--- config.mk ---
export PLATFORM = sky130hd
export DESIGN_NAME = result_deskew
export DESIGN_NICKNAME = d
export VERILOG_FILES = /design/src/hdl/systolic_pkg.sv /design/src/hdl/result_deskew.sv
export SDC_FILE = /design/constraint.sdc
export NUM_CORES = 1
export LEC_CHECK = 0
export BUFFER_PORTS_ARGS = -buffer_cell sky130_fd_sc_hd__buf_2
export CAP_MARGIN = 20
export CORE_ASPECT_RATIO = 1.4
export CORE_UTILIZATION = 38
export DETAILED_ROUTE_END_ITERATION = 10
export GPL_ROUTABILITY_DRIVEN = 0
export HOLD_SLACK_MARGIN = 0.12
export PLACE_DENSITY = 0.73
export SYNTH_ARGS = -nofsm -noshare
export SYNTH_HDL_FRONTEND = slang
export SYNTH_SLANG_ARGS = --single-unit
--- constraint.sdc ---
create_clock -name clk_i -period 0.8 [get_ports clk_i]
set_clock_uncertainty 0.15 [all_clocks]
set_input_delay 0.24 -clock clk_i [delete_from_list [all_inputs] [get_ports clk_i]]
set_output_delay 0.24 -clock clk_i [all_outputs]
set_load 0.02 [all_outputs]
--- src/hdl/systolic_pkg.sv ---
package systolic_pkg;

    // grid size
    localparam int ROWS   = 4;    // element rows, feature lanes
    localparam int COLS   = 4;    // element columns, weight and result lanes

    // datapath widths
    localparam int FEAT_W = 8;
    localparam int WGT_W  = 8;
    localparam int ACC_W  = 32;   // holds 255 * 255 * -128 with room to spare
    localparam int CNT_W  = 8;    // job length 1..255

    typedef logic        [FEAT_W-1:0] feat_t;    // unsigned feature
    typedef logic signed [WGT_W-1:0]  wgt_t;     // signed weight
    typedef logic signed [ACC_W-1:0]  acc_t;     // dot product result
    typedef logic        [CNT_W-1:0]  count_t;   // steps in one job

    // element FSM
    typedef enum logic [1:0] {
        PE_IDLE  = 2'd0,   // waiting for a job start
        PE_ACCUM = 2'd1,   // summing operand pairs
        PE_DONE  = 2'd2    // result just pushed upward
    } pe_state_e;

endpackage
--- src/hdl/result_deskew.sv ---
`timescale 1ns/10ps

module result_deskew (
    input  logic               clk_i,
    input  logic               rst_i,
    input  logic               col_valid_i [systolic_pkg::COLS],
    input  systolic_pkg::acc_t col_i       [systolic_pkg::COLS],
    output logic               res_valid_o,
    output systolic_pkg::acc_t res_o       [systolic_pkg::COLS]
);

    import systolic_pkg::*;

    logic [COLS-1:0] aligned_valid;

    // column c waits COLS-1-c cycles, the last column none
    for (genvar c = 0; c < COLS; c++) begin : g_col
        if (c == COLS - 1) begin : g_pass
            assign aligned_valid[c] = col_valid_i[c];
            assign res_o[c]         = col_i[c];
        end else begin : g_dly
            logic v_sr [COLS-1-c];
            acc_t d_sr [COLS-1-c];

            always_ff @(posedge clk_i) begin
                if (rst_i) begin
                    v_sr <= '{default: 1'b0};
                end else begin
                    v_sr[0] <= col_valid_i[c];
                    for (int i = 1; i < COLS - 1 - c; i++) begin
                        v_sr[i] <= v_sr[i-1];
                    end
                end
            end

            always_ff @(posedge clk_i) begin
                d_sr[0] <= col_i[c];
                for (int i = 1; i < COLS - 1 - c; i++) begin
                    d_sr[i] <= d_sr[i-1];
                end
            end

            assign aligned_valid[c] = v_sr[COLS-2-c];
            assign res_o[c]         = d_sr[COLS-2-c];
        end
    end

    assign res_valid_o = aligned_valid[0];

    // every column of a row lands in the same cycle
    a_row_aligned: assert property (@(posedge clk_i) disable iff (rst_i)
        (aligned_valid == '0) || (aligned_valid == '1))
        else $error("result columns out of step: %b", aligned_valid);

endmodule

==> impl_metrics.json <==
{
  "cts_setup_buffers": 0,
  "first_iter_violations": 40,
  "crit_path_cell_trace": "buf_6",
  "crit_buf_inv": 1,
  "layout_worst_path_cycle_share_pct": 157.4,
  "worstMarginPinSlew_ns": 0.1701,
  "relSlewSlack_pct": 88.66,
  "final_cell_mix": "dfxtp_1, buf_2, dfxtp_2, dlygate4sd3_1, buf_6",
  "ys_ff_latch": 195,
  "setup_viol": 98,
  "die-area_um2": 12670,
  "cts.sinks": 195,
  "core_um2": 11880,
  "ir_worst_vdd_uv": 2131,
  "vias": 2600,
  "io-pin-count": 263,
  "rsz0062_at_grt": "yes",
  "synthesis.nets": 428,
  "cpLargestDelayFamily": "flip-flops",
  "ant_nets": 0,
  "grt_overflow": 0,
  "fp.dieH_um": 132.8,
  "cts_max_level": 4,
  "ys_types": 3,
  "final_nets": 643,
  "crit_path_max_incr_delay_ns": 0.33,
  "drive_above_1_share_pct": 62.07,
  "synth_top_cell_by_area": "dfxtp_1",
  "synth_area_leaders": "dfxtp_1, buf_4, nor2b_1",
  "antenna_cells": 0,
  "yosysSeqAreaShare_pct": 84.07,
  "grt_use_total_pct": 15.99,
  "setup_tns_ns": -42.90,
  "start_kind": "flop",
  "cts_tree": "yes",
  "syn_avg_cell_area_um2": 15.79,
  "dp.cells": 540,
  "worstSetupEndpointType": "primary output",
  "critPathArrivalTime_ns": 0.87,
  "cts.path.max_buffers": 2,
  "wl_um": 9608,
  "fmaxAchievable_mhz": 794.2,
  "path_clk_slew_ns": 0.08,
  "antenna_found_initial": 0,
  "cts_hold_buf": 97,
  "maxCapViolations": 0,
  "yosys_warnings": 0,
  "portBuffers": 195,
  "synth_top_area_share_pct": 84.07,
  "worstPathMaxFanout": 1,
  "dp_hpwl_um": 5145,
  "cts-root-buf": "clkbuf_16",
  "required_ns": 0.41,
  "drv_slew": 0,
  "outcome": "finished with violations",
  "drc": 0,
  "wl_per_cell_um": 14.36,
  "clock_latency_ns": 0.41,
  "final.min_clock_period_ns": 1.259,
  "area_growth_pct": 59.44,
  "viasPerCell": 3.886,
  "grt_pass1_wl_um": 14630,
  "setup_ws_ns": -0.4591,
  "start_util_pct": 39.09,
  "dp_slack_ns": -0.05831,
  "hold_violations": 1,
  "syn_inst": 294,
  "powerDensity_nw_per_um2": 2774,
  "hold_slack_ns": -0.07693,
  "grt_pass1_vias": 3019,
  "firstDrtPassIters": 4,
  "layout.cells.non_filler": 669,
  "netlist_area_um2": 4643,
  "hold_path.class": "input pin to flop",
  "slowest_stage": "dfxtp_2",
  "numCtsBuffers": 17,
  "die_x_um": 95.42,
  "worstSetupPathType": "flop to primary output",
  "grt_start_max_net_pins": 21,
  "violations": "hold timing, setup timing",
  "p_leak_nw": 3.331,
  "row_count": 47
}
[layer usage]
metal  share of wire [%]  vias to the layer above  GRT usage [%]
met5                   0                        -              0
met1                  31                     1215          13.16
met2                  59                      124          30.40
met4                 3.1                        0          9.950
li1                    -                     1231              -
met3                 7.2                       30          5.920
[power breakdown]
part | total [mW] | internal, mW | switching, mW
logic | 1.54 | 0.943 | 0.594
registers | 10.5 | 10.3 | 0.189
clock network | 8.54 | 4.61 | 3.93
total | 20.5 | 15.8 | 4.71
[Yosys cell counts, drive strengths merged]
cell	n
dfxtp	195
buf	96
nor2b	3
[final cells by class]
class                   count  area (µm²)
fillers                   812        4476
flip-flops and latches    195        4025
repair buffers            292        2554
clock buffers              18       439.2
well taps                 147       183.9
clock inverters            14       182.7
multi-input cells           3       18.77
[worst paths after layout]
check / startpoint / end / slack [ns] / depth (start not counted)
worst min-delay path: col_valid_i[3] / g_col[0].g_dly.v_sr[2] / -0.08 / 2
worst min register to register: g_col[0].g_dly.d_sr[0][58] / g_col[0].g_dly.d_sr[0][90] / 0.17 / 0
worst max register to register: g_col[0].g_dly.v_sr[2] / g_col[0].g_dly.v_sr[1] / 0.13 / 1
worst max-delay path: g_col[2].g_dly.d_sr[0][25] / res_o[57] / -0.46 / 1
[logic make-up (layout without fill, tap and decap cells)]
logic type	after synthesis	after routing	synth area share (%)
flops	195	195	84.07
simple gates	3	3	0.4042
buf+inv	96	324	15.52
[what timing repair did]
action / in CTS / in global routing
setup endpoints to repair: 97 / 97
resized for setup: 291 / 0
hold endpoints to repair: 99 / 1
[registers in the layout, summed over array words and instances (netlist names)]
register,count
res_valid_o,1
g_col.g_dly.v_sr,2
g_col.g_dly.d_sr,192
[through the flow]
step	utilization [%]	instance area (µm²)	total power [mW]	hold slack, ns
after floorplan	-	4883	11.48	0.1177
after global placement	42.78	5082	11.36	0.1598
after detailed placement	42.78	5082	11.41	0.1621
after CTS	62.32	7403	20.68	-0.09163
after global routing	62.32	7403	21.28	-0.09469
final	62.32	7403	20.54	-0.07693
Power figures use the tool's default switching activity.
