<file path="config.mk">
export PLATFORM = sky130hd
export DESIGN_NAME = operand_skew
export DESIGN_NICKNAME = d
export VERILOG_FILES = /design/src/hdl/systolic_pkg.sv /design/src/hdl/operand_skew.sv
export SDC_FILE = /design/constraint.sdc
export NUM_CORES = 1
export LEC_CHECK = 0
export BUFFER_PORTS_ARGS = -buffer_cell sky130_fd_sc_hd__clkbuf_2
export CORE_MARGIN = 2
export CORE_UTILIZATION = 38
export DETAILED_ROUTE_END_ITERATION = 16
export GPL_TIMING_DRIVEN = 0
export PLACE_DENSITY = 0.81
export SLEW_MARGIN = 20
export SYNTH_ARGS = -nofsm -noshare
export SYNTH_HDL_FRONTEND = slang
export SYNTH_SLANG_ARGS = --single-unit
</file>
<file path="constraint.sdc">
create_clock -name clk_i -period 0.8 [get_ports clk_i]
set_clock_uncertainty 0.05 [all_clocks]
set_input_delay 0.12 -clock clk_i [delete_from_list [all_inputs] [get_ports clk_i]]
set_output_delay 0.12 -clock clk_i [all_outputs]
set_load 0.05 [all_outputs]
</file>
<file path="src/hdl/systolic_pkg.sv">
package systolic_pkg;

    // grid size
    localparam int ROWS   = 4;    // element rows, feature lanes
    localparam int COLS   = 4;    // element columns, weight and result lanes

    // datapath widths
    localparam int FEAT_W = 8;
    localparam int WGT_W  = 8;
    localparam int ACC_W  = 32;   // holds 255 * 255 * -128 with room to spare
    localparam int CNT_W  = 8;    // job length 1..255

    typedef logic        [FEAT_W-1:0] feat_t;    // unsigned feature
    typedef logic signed [WGT_W-1:0]  wgt_t;     // signed weight
    typedef logic signed [ACC_W-1:0]  acc_t;     // dot product result
    typedef logic        [CNT_W-1:0]  count_t;   // steps in one job

    // element FSM
    typedef enum logic [1:0] {
        PE_IDLE  = 2'd0,   // waiting for a job start
        PE_ACCUM = 2'd1,   // summing operand pairs
        PE_DONE  = 2'd2    // result just pushed upward
    } pe_state_e;

endpackage
</file>
<file path="src/hdl/operand_skew.sv">
`timescale 1ns/10ps

module operand_skew (
    input  logic                clk_i,
    input  logic                rst_i,
    input  logic                step_valid_i,
    input  systolic_pkg::feat_t feat_i       [systolic_pkg::ROWS],
    input  systolic_pkg::wgt_t  wgt_i        [systolic_pkg::COLS],
    output logic                feat_valid_o [systolic_pkg::ROWS],
    output systolic_pkg::feat_t feat_o       [systolic_pkg::ROWS],
    output logic                wgt_valid_o  [systolic_pkg::COLS],
    output systolic_pkg::wgt_t  wgt_o        [systolic_pkg::COLS]
);

    import systolic_pkg::*;

    // feature row r waits r cycles
    for (genvar r = 0; r < ROWS; r++) begin : g_feat
        if (r == 0) begin : g_pass
            assign feat_valid_o[r] = step_valid_i;
            assign feat_o[r]       = feat_i[r];
        end else begin : g_dly
            logic  v_sr [r];
            feat_t d_sr [r];

            always_ff @(posedge clk_i) begin
                if (rst_i) begin
                    v_sr <= '{default: 1'b0};
                end else begin
                    v_sr[0] <= step_valid_i;
                    for (int i = 1; i < r; i++) begin
                        v_sr[i] <= v_sr[i-1];
                    end
                end
            end

            always_ff @(posedge clk_i) begin
                d_sr[0] <= feat_i[r];
                for (int i = 1; i < r; i++) begin
                    d_sr[i] <= d_sr[i-1];
                end
            end

            assign feat_valid_o[r] = v_sr[r-1];
            assign feat_o[r]       = d_sr[r-1];
        end
    end

    // weight column c waits c cycles
    for (genvar c = 0; c < COLS; c++) begin : g_wgt
        if (c == 0) begin : g_pass
            assign wgt_valid_o[c] = step_valid_i;
            assign wgt_o[c]       = wgt_i[c];
        end else begin : g_dly
            logic v_sr [c];
            wgt_t d_sr [c];

            always_ff @(posedge clk_i) begin
                if (rst_i) begin
                    v_sr <= '{default: 1'b0};
                end else begin
                    v_sr[0] <= step_valid_i;
                    for (int i = 1; i < c; i++) begin
                        v_sr[i] <= v_sr[i-1];
                    end
                end
            end

            always_ff @(posedge clk_i) begin
                d_sr[0] <= wgt_i[c];
                for (int i = 1; i < c; i++) begin
                    d_sr[i] <= d_sr[i-1];
                end
            end

            assign wgt_valid_o[c] = v_sr[c-1];
            assign wgt_o[c]       = d_sr[c-1];
        end
    end

endmodule

</file>
==> impl_metrics.ini <==
[layout]
final_common_cell = clkbuf_2
layout.cells.non_filler = 387
drive_above_1_share_pct = 67.31
syn_to_final_growth_pct = 91.42
final_area_um2 = 4606
fillers = 321
nets = 374
seq_area_um2 = 2051
most-common-layout-cells = clkbuf_2 (68), dlygate4sd3_1 (50), dfxtp_2 (49)
diodes = 0
fin_util_pct = 76.43
multi_input_area_um2 = 18.77

[worst_setup_path]
timing.setup.critical_path_class = flip-flop to output pin
cp_max_fo = 3
end_kind = output pin
required_ns = 0.63
cp-start-kind = flip-flop
arrival_ns = 0.98

[timing]
drv_slew = 0
post-route-period-util_pct = 143.1
hold_violations = 0
setup_viol = 54
tightest_slew_ns = 0.2862
fmax_mhz = 873.2
max-slew-margin-rel_pct = 81.00
period_needed_ns = 1.145
finalWorstSetupSlack_ns = -0.3452
rsz0062_at_grt = yes

[run]
max-cap-violations = 0

[floorplanning]
core.rowCount = 28
die_y_um = 83.57
die_w_um = 83.57
initial_core_util_pct = 39.93
coreArea_um2 = 6026
die_area_um2 = 6984
io_pins = 139

[logic_synthesis]
avgSynthCellArea_um2 = 15.42
synth.distinct_cells = 3
syn_inst = 156
synth_warnings = 0
ys_seq_area_share_pct = 82.37
ys_ff_latch = 99
mappedNetlistArea_um2 = 2406
syn_nets = 223

[pwr]
p_leak_nw = 2.144
cellPowerDensity_nw_per_um2 = 2172
total_power_mw = 10.00
ir_drop_v = 0.001423

[placed_design]
dp_hpwl_mm = 2.773
place_congestion = 0.6700
placed_area_um2 = 3126
place_ws_ns = -0.05628
place_inst = 353
portBuffers = 122

[global_route]
grt_pass1_wl_mm = 8.452
grt_max_degree = 18
antenna_found_initial = 0
globalRoute.totalOverflow = 0
grt_pass1_vias = 1712
grt.total_usage_pct = 16.31

[detailed_routing]
drc = 0
finalWirelength_mm = 5.565
firstDrtPassIters = 4
drt-initial-drc-count = 18
via_per_inst = 3.920
antenna_left = 0
vias = 1517
wl_per_cell_um = 14.38

[cts]
cts_max_level = 3
cts_tree = yes
cts_root_buf = clkbuf_8
cts_buffer_depth = 2
clock_sinks = 99
clkSlewWorstSetupHoldPaths_ns = 0.10
numCtsBuffers = 9
clk_latency_ns = 0.35

[outcome]
status = finished with violations
violations = negative setup slack

[min_path]
hp-class = flip-flop to flip-flop
-- synthesized netlist by cell type (all sizes together) --
master  count  area (um^2)
dfxtp      99         1982
buf        54        405.4
nor2b       3        18.77
-- logic make-up (layout without fill, tap and decap cells) --
logic type	after synthesis	after routing	share of synthesized area, %
flops	99	99	82.37
buf+inv	54	210	16.85
simple gates	3	3	0.7801
-- layout make-up --
cell class                 instances  area share (%)
multi-input combinational          3          0.4075
tap                               75           2.037
buffer                            22           3.830
sequential                        99           44.53
timing repair buffer             172           45.26
clock inverter                     5          0.8693
clock buffer                      11           3.070
-- flip-flops by register name, summed over array words and instances, names as in the netlist --
name	count
g_wgt.g_dly.d_sr	48
feat_valid_o	1
wgt_valid_o	1
g_feat.g_dly.d_sr	48
g_wgt.g_dly.v_sr	1
-- critical path, stage by stage (launching register included) --
cell and delay [ns]:
dfxtp_4 0.36, buf_6 0.11, clkbuf_16 0.16
-- power breakdown --
part	internal (mW)	switching (mW)
combinational	0.887	0.849
clock	1.25	1.67
sequential	5.21	0.131
total	7.35	2.65
-- final timing paths --
| check | slack, ns | depth (start not counted) | startpoint | to |
|---|---|---|---|---|
| worst max-delay path | -0.35 | 2 | wgt_valid_o[1] | wgt_valid_o[1] |
| worst min-delay path | 0.28 | 0 | g_wgt[3].g_dly.d_sr[0][10] | g_wgt[3].g_dly.d_sr[0][18] |
| worst max register to register | 0.17 | 1 | wgt_valid_o[1] | feat_valid_o[0] |
| worst min register to register | 0.28 | 0 | g_wgt[3].g_dly.d_sr[0][10] | g_wgt[3].g_dly.d_sr[0][18] |
-- per-layer routing --
layer  part of all wire (%)  vias to the layer above  global-route usage (%)
met5                      0                        -                       0
met4                    2.3                        0                   7.918
met3                     10                       12                   6.528
met2                     56                      104                   32.44
met1                     32                      679                   13.54
li1                       -                      722                       -
-- stage by stage --
| stage | TNS (ns) | hold slack, ns |
|---|---|---|
| 2_1_floorplan | 0 | 0.09772 |
| 3_3_place_gp | -0.4727 | 0.1721 |
| 3_5_place_dp | -0.6409 | 0.1739 |
| 4_1_cts | -13.70 | 0.2774 |
| 5_1_grt | -14.25 | 0.2821 |
| 6_report | -12.11 | 0.2753 |
-- timing repair --
action | in CTS | in global routing
endpoints found under the hold margin | 51 | 0
gates resized for setup | 199 | 11
pin swaps | 0 | 0
setup endpoints to repair | 54 | 54
hold buffers | 50 | 0
buffers inserted | 0 | 0
Power figures use the tool's default switching activity.
