### config.mk
export PLATFORM = sky130hd
export DESIGN_NAME = mac_pe
export DESIGN_NICKNAME = d
export VERILOG_FILES = /design/src/hdl/systolic_pkg.sv /design/src/hdl/mac_pe.sv
export SDC_FILE = /design/constraint.sdc
export NUM_CORES = 1
export LEC_CHECK = 0
export BUFFER_PORTS_ARGS = -buffer_cell sky130_fd_sc_hd__buf_4
export CORE_UTILIZATION = 39
export DETAILED_ROUTE_END_ITERATION = 7
export GPL_TIMING_DRIVEN = 0
export PLACE_DENSITY = 0.57
export SYNTH_ARGS = -nofsm -noshare
export SYNTH_HDL_FRONTEND = slang
export SYNTH_SLANG_ARGS = --single-unit
### constraint.sdc
create_clock -name clk_i -period 13.9 [get_ports clk_i]
set_clock_uncertainty 0.05 [all_clocks]
set_input_delay 2.78 -clock clk_i [delete_from_list [all_inputs] [get_ports clk_i]]
set_output_delay 2.78 -clock clk_i [all_outputs]
set_load 0.02 [all_outputs]
### src/hdl/systolic_pkg.sv
package systolic_pkg;

    // grid size
    localparam int ROWS   = 4;    // element rows, feature lanes
    localparam int COLS   = 4;    // element columns, weight and result lanes

    // datapath widths
    localparam int FEAT_W = 8;
    localparam int WGT_W  = 8;
    localparam int ACC_W  = 32;   // holds 255 * 255 * -128 with room to spare
    localparam int CNT_W  = 8;    // job length 1..255

    typedef logic        [FEAT_W-1:0] feat_t;    // unsigned feature
    typedef logic signed [WGT_W-1:0]  wgt_t;     // signed weight
    typedef logic signed [ACC_W-1:0]  acc_t;     // dot product result
    typedef logic        [CNT_W-1:0]  count_t;   // steps in one job

    // element FSM
    typedef enum logic [1:0] {
        PE_IDLE  = 2'd0,   // waiting for a job start
        PE_ACCUM = 2'd1,   // summing operand pairs
        PE_DONE  = 2'd2    // result just pushed upward
    } pe_state_e;

endpackage
### src/hdl/mac_pe.sv
`timescale 1ns/10ps

module mac_pe (
    input  logic                 clk_i,
    input  logic                 rst_i,
    input  logic                 start_i,
    input  systolic_pkg::count_t len_i,
    output logic                 start_o,
    output systolic_pkg::count_t len_o,
    input  logic                 feat_valid_i,
    input  systolic_pkg::feat_t  feat_i,
    output logic                 feat_valid_o,
    output systolic_pkg::feat_t  feat_o,
    input  logic                 wgt_valid_i,
    input  systolic_pkg::wgt_t   wgt_i,
    output logic                 wgt_valid_o,
    output systolic_pkg::wgt_t   wgt_o,
    input  logic                 up_valid_i,
    input  systolic_pkg::acc_t   up_i,
    output logic                 up_valid_o,
    output systolic_pkg::acc_t   up_o
);

    import systolic_pkg::*;

    pe_state_e state_r;
    count_t    remain_r;     // steps still expected
    acc_t      acc_r;
    acc_t      prod;
    acc_t      acc_next;
    logic      start_take;
    logic      step_fire;
    logic      last_step;

    // feature zero-extended, weight sign-extended, then 32-bit multiply
    assign prod       = $signed({1'b0, feat_i}) * wgt_i;
    assign acc_next   = acc_r + prod;
    assign start_take = start_i && (state_r != PE_ACCUM);
    assign step_fire  = (state_r == PE_ACCUM) && feat_valid_i && wgt_valid_i;
    assign last_step  = step_fire && (remain_r == count_t'(1));

    // neighbour hops, one cycle each
    always_ff @(posedge clk_i) begin
        if (rst_i) begin
            start_o      <= 1'b0;
            feat_valid_o <= 1'b0;
            wgt_valid_o  <= 1'b0;
        end else begin
            start_o      <= start_i;
            feat_valid_o <= feat_valid_i;
            wgt_valid_o  <= wgt_valid_i;
        end
    end

    always_ff @(posedge clk_i) begin
        len_o  <= len_i;
        feat_o <= feat_i;
        wgt_o  <= wgt_i;
    end

    always_ff @(posedge clk_i) begin
        if (rst_i) begin
            state_r  <= PE_IDLE;
            remain_r <= '0;
        end else begin
            case (state_r)
                PE_IDLE: begin
                    if (start_take) begin
                        state_r  <= PE_ACCUM;
                        remain_r <= len_i;
                    end
                end
                PE_ACCUM: begin
                    if (step_fire) begin
                        remain_r <= remain_r - count_t'(1);
                        if (last_step) begin
                            state_r <= PE_DONE;
                        end
                    end
                end
                PE_DONE: begin
                    if (start_take) begin   // a start may follow right away
                        state_r  <= PE_ACCUM;
                        remain_r <= len_i;
                    end else begin
                        state_r  <= PE_IDLE;
                    end
                end
                default: begin
                    state_r <= PE_IDLE;
                end
            endcase
        end
    end

    always_ff @(posedge clk_i) begin
        if (start_take) begin
            acc_r <= '0;
        end else if (step_fire) begin
            acc_r <= acc_next;
        end
    end

    // upward chain takes the own sum or the one from below
    always_ff @(posedge clk_i) begin
        if (rst_i) begin
            up_valid_o <= 1'b0;
        end else begin
            up_valid_o <= last_step || up_valid_i;
        end
    end

    always_ff @(posedge clk_i) begin
        if (last_step) begin
            up_o <= acc_next;   // final step folded in
        end else if (up_valid_i) begin
            up_o <= up_i;
        end
    end

    // skew stage and hops keep both operand lanes in step
    a_lanes_aligned: assert property (@(posedge clk_i) disable iff (rst_i)
        feat_valid_i == wgt_valid_i)
        else $error("feature and weight valids differ");

    // jobs must not overlap inside one element
    a_no_restart: assert property (@(posedge clk_i) disable iff (rst_i)
        start_i |-> state_r != PE_ACCUM)
        else $error("start while accumulating");

    // rows below finish later, so the upward slot is free
    a_up_no_clash: assert property (@(posedge clk_i) disable iff (rst_i)
        !(last_step && up_valid_i))
        else $error("own and forwarded result collide");

endmodule

==> results.ini <==
[detailed_routing]
ant_nets=0
vias=6117
vias_per_cell=5.00
dr.first_iter.drc_count=148
drt_wl_total_mm=19.1
drtPass1Iterations=4
drcViolationCount=0
wl_per_cell_um=15.6

[floorplan]
fp.dieW_um=142
core-area_um2=19400
rows=51
dieArea_um2=20300
pin_count=122
initial_core_util=0.397
dieHeight_um=142

[yosys]
synth_nets=1044
ys_seq_elements=102
synth-compound-area-share=0.121
netlist_area_um2=7690
synth_top_family_by_area=adder cells
synth_cell_types=54
synthCells=821
yosysSeqAreaShare=0.307
ys_async_sr_fraction=0
muxShareOfSynthArea=0.0102
synth_edf_count=32
synth_flop_cell=dfxtp_1
synth-xor-area-share=0.0319
ys_warn_count=0
synth_fa_ha_area_frac=0.312
syn_avg_cell_area_um2=9.37
synthSimpleGateAreaFrac=0.162

[global_routing]
grt_pass1_vias=6018
antenna_found_initial=0
grt_max_degree=22
grt.overflow.total=0
grt.total_usage=0.196
grt_pass1_wl_mm=30.6

[setup_path]
worst_ep_arrival_time_ns=8.28
reg2reg_depth=18
cp_top_family=adder cells
path_depth=17
worstPathRequired_ns=13.93
slowest_delay_ns=0.58
path_cells=buf_4, inv_1, fa_1, inv_1, fa_1, fa_1, fa_1, fa_1, ha_1, a21o_2, a21oi_1, nand2_1, a21oi_1, o221ai_1, and4b_1, a311oi_1, o21ai_0
crit_path_end_kind=flop
crit_fanout=21
critPathMostFrequentCell=fa_1
path_class=input port to flop
slowest_stage=fa_1
startpoint_type=input port
worst-path-buf-inv=3

[sta]
fin_crit_sh=0.593
period_minus_slack_ns=8.25
setup_viol=0
clock.fmax_ghz=0.121
setup_ws_ns=5.65
rsz0062_at_grt=no
drv_slew=0
slew_headroom=0.549
fin_setup_tns_ns=0
worst_slew_pin_slew_ns=0.675
finalHoldViolations=0

[finish]
final_common_cell=buf_4
post-route-util=0.479
fillers=1965
nNetsFinal=1177
num_antenna_cells=0
layout_common_cells=buf_4 (124), ha_1 (110), nand2_1 (107)
drive_gt1_frac=0.171
fin_cells=1224
area_growth_syn_to_layout_pct=20.7

[cts]
cts_root_buffer=clkbuf_16
cts-htree-levels=3
cts.sinks=102
cts_made_buffers=9
clock_path_buffers=2
clkTransAtPathRegs_ns=0.07
clock_latency_ns=0.36
cts_setup_buffers=0
cts_resized=0
cts_tree=built
cts-hold-fix-buffers=0

[hold_path]
hold_class=flop to flop
hold_depth=2

[placement]
dpl_worst_slack_ns=5.27
gp_congestion=0.829
placedCellCount=1208
io_buffers=121
hpwlAfterDp_mm=15.3

[power_and_ir_drop]
p_leak_nw=4.42
powerDensity_nw_per_um2=143
peakVddDrop_mv=0.0997

[outcome]
status=finished clean

[run]
maxCapViolations=0

-- cells by family after synthesis --
| group | count (synthesis) |
|---|---|
| AND/OR/NAND/NOR | 261 |
| adder cells (fa/ha/maj) | 161 |
| AO/OA/AOI/OAI | 158 |
| buffers and inverters | 104 |
| flip-flops | 102 |
| XOR/XNOR | 28 |
| multiplexers | 7 |
-- Yosys cell counts (11+ instances only) --
cell	count	area [µm²]
edfxtp_1	32	961
nand2_1	107	402
inv_1	75	282
dfxtp_1	70	1400
nor3_1	19	95.1
ha_1	110	1380
fa_1	51	1020
o21ai_0	58	290
a21oi_1	52	260
clkbuf_1	19	71.3
nor2b_1	11	68.8
xnor2_1	14	123
nor2_1	50	188
xor2_1	14	123
and2_1	30	188
-- layout make-up --
class | instances | area (µm²) | area share
plain buffers | 29 | 154 | 0.0166
clock buffers | 9 | 225 | 0.0243
repair buffers | 122 | 936 | 0.101
inverters | 75 | 282 | 0.0303
well taps | 265 | 332 | 0.0357
flip-flops and latches | 102 | 2360 | 0.254
clock inverters | 7 | 97.6 | 0.0105
multi-input cells | 615 | 4900 | 0.527
-- tightest hold or removal path, cell delays in order (launching register included) --
cell,delay [ns]
dfxtp_1,0.33
nand2_1,0.05
o21ai_0,0.05
-- path summary, 6_finish.rpt --
| kind | start | endpoint | slack [ns] |
|---|---|---|---|
| worst max-delay path | wgt_i[7] | up_o[27] | 5.65 |
| worst min-delay path | acc_r[23] | acc_r[23] | 0.41 |
| worst max register to register | acc_r[6] | up_o[27] | 8.26 |
| worst min register to register | acc_r[23] | acc_r[23] | 0.41 |
-- stage by stage --
stage | area [µm²] | total power, mW | hold WS (ns)
floorplan | 7690 | 0.856 | 0.379
CTS | 9290 | 1.34 | 0.414
global placement | 8930 | 1.05 | 0.391
finish | 9290 | 1.32 | 0.410
detailed placement | 8960 | 1.05 | 0.397
global route | 9290 | 1.44 | 0.438
-- state kept, by name (all words and copies together) (netlist names) --
| signal | count |
|---|---|
| acc_r | 32 |
| feat_o | 8 |
| feat_valid_o | 1 |
| len_o | 8 |
| remain_r | 8 |
| start_o | 1 |
| state_r | 2 |
| up_o | 32 |
| up_valid_o | 1 |
| wgt_o | 8 |
| wgt_valid_o | 1 |
-- metal layers --
| layer | global-route usage | up-vias | wire, µm |
|---|---|---|---|
| li1 | - | 3066 | - |
| met1 | 0.271 | 2911 | 9180 |
| met5 | 0 | - | 0 |
| met3 | 0.0360 | 12 | 1070 |
| met2 | 0.315 | 128 | 8660 |
| met4 | 0.0509 | 0 | 176 |
-- report_power, final --
part | internal, mW | switching, mW
registers | 0.333 | 0.0135
clock network | 0.159 | 0.123
logic | 0.276 | 0.420
total | 0.768 | 0.556
No activity file was read; power rests on OpenSTA's default activity.
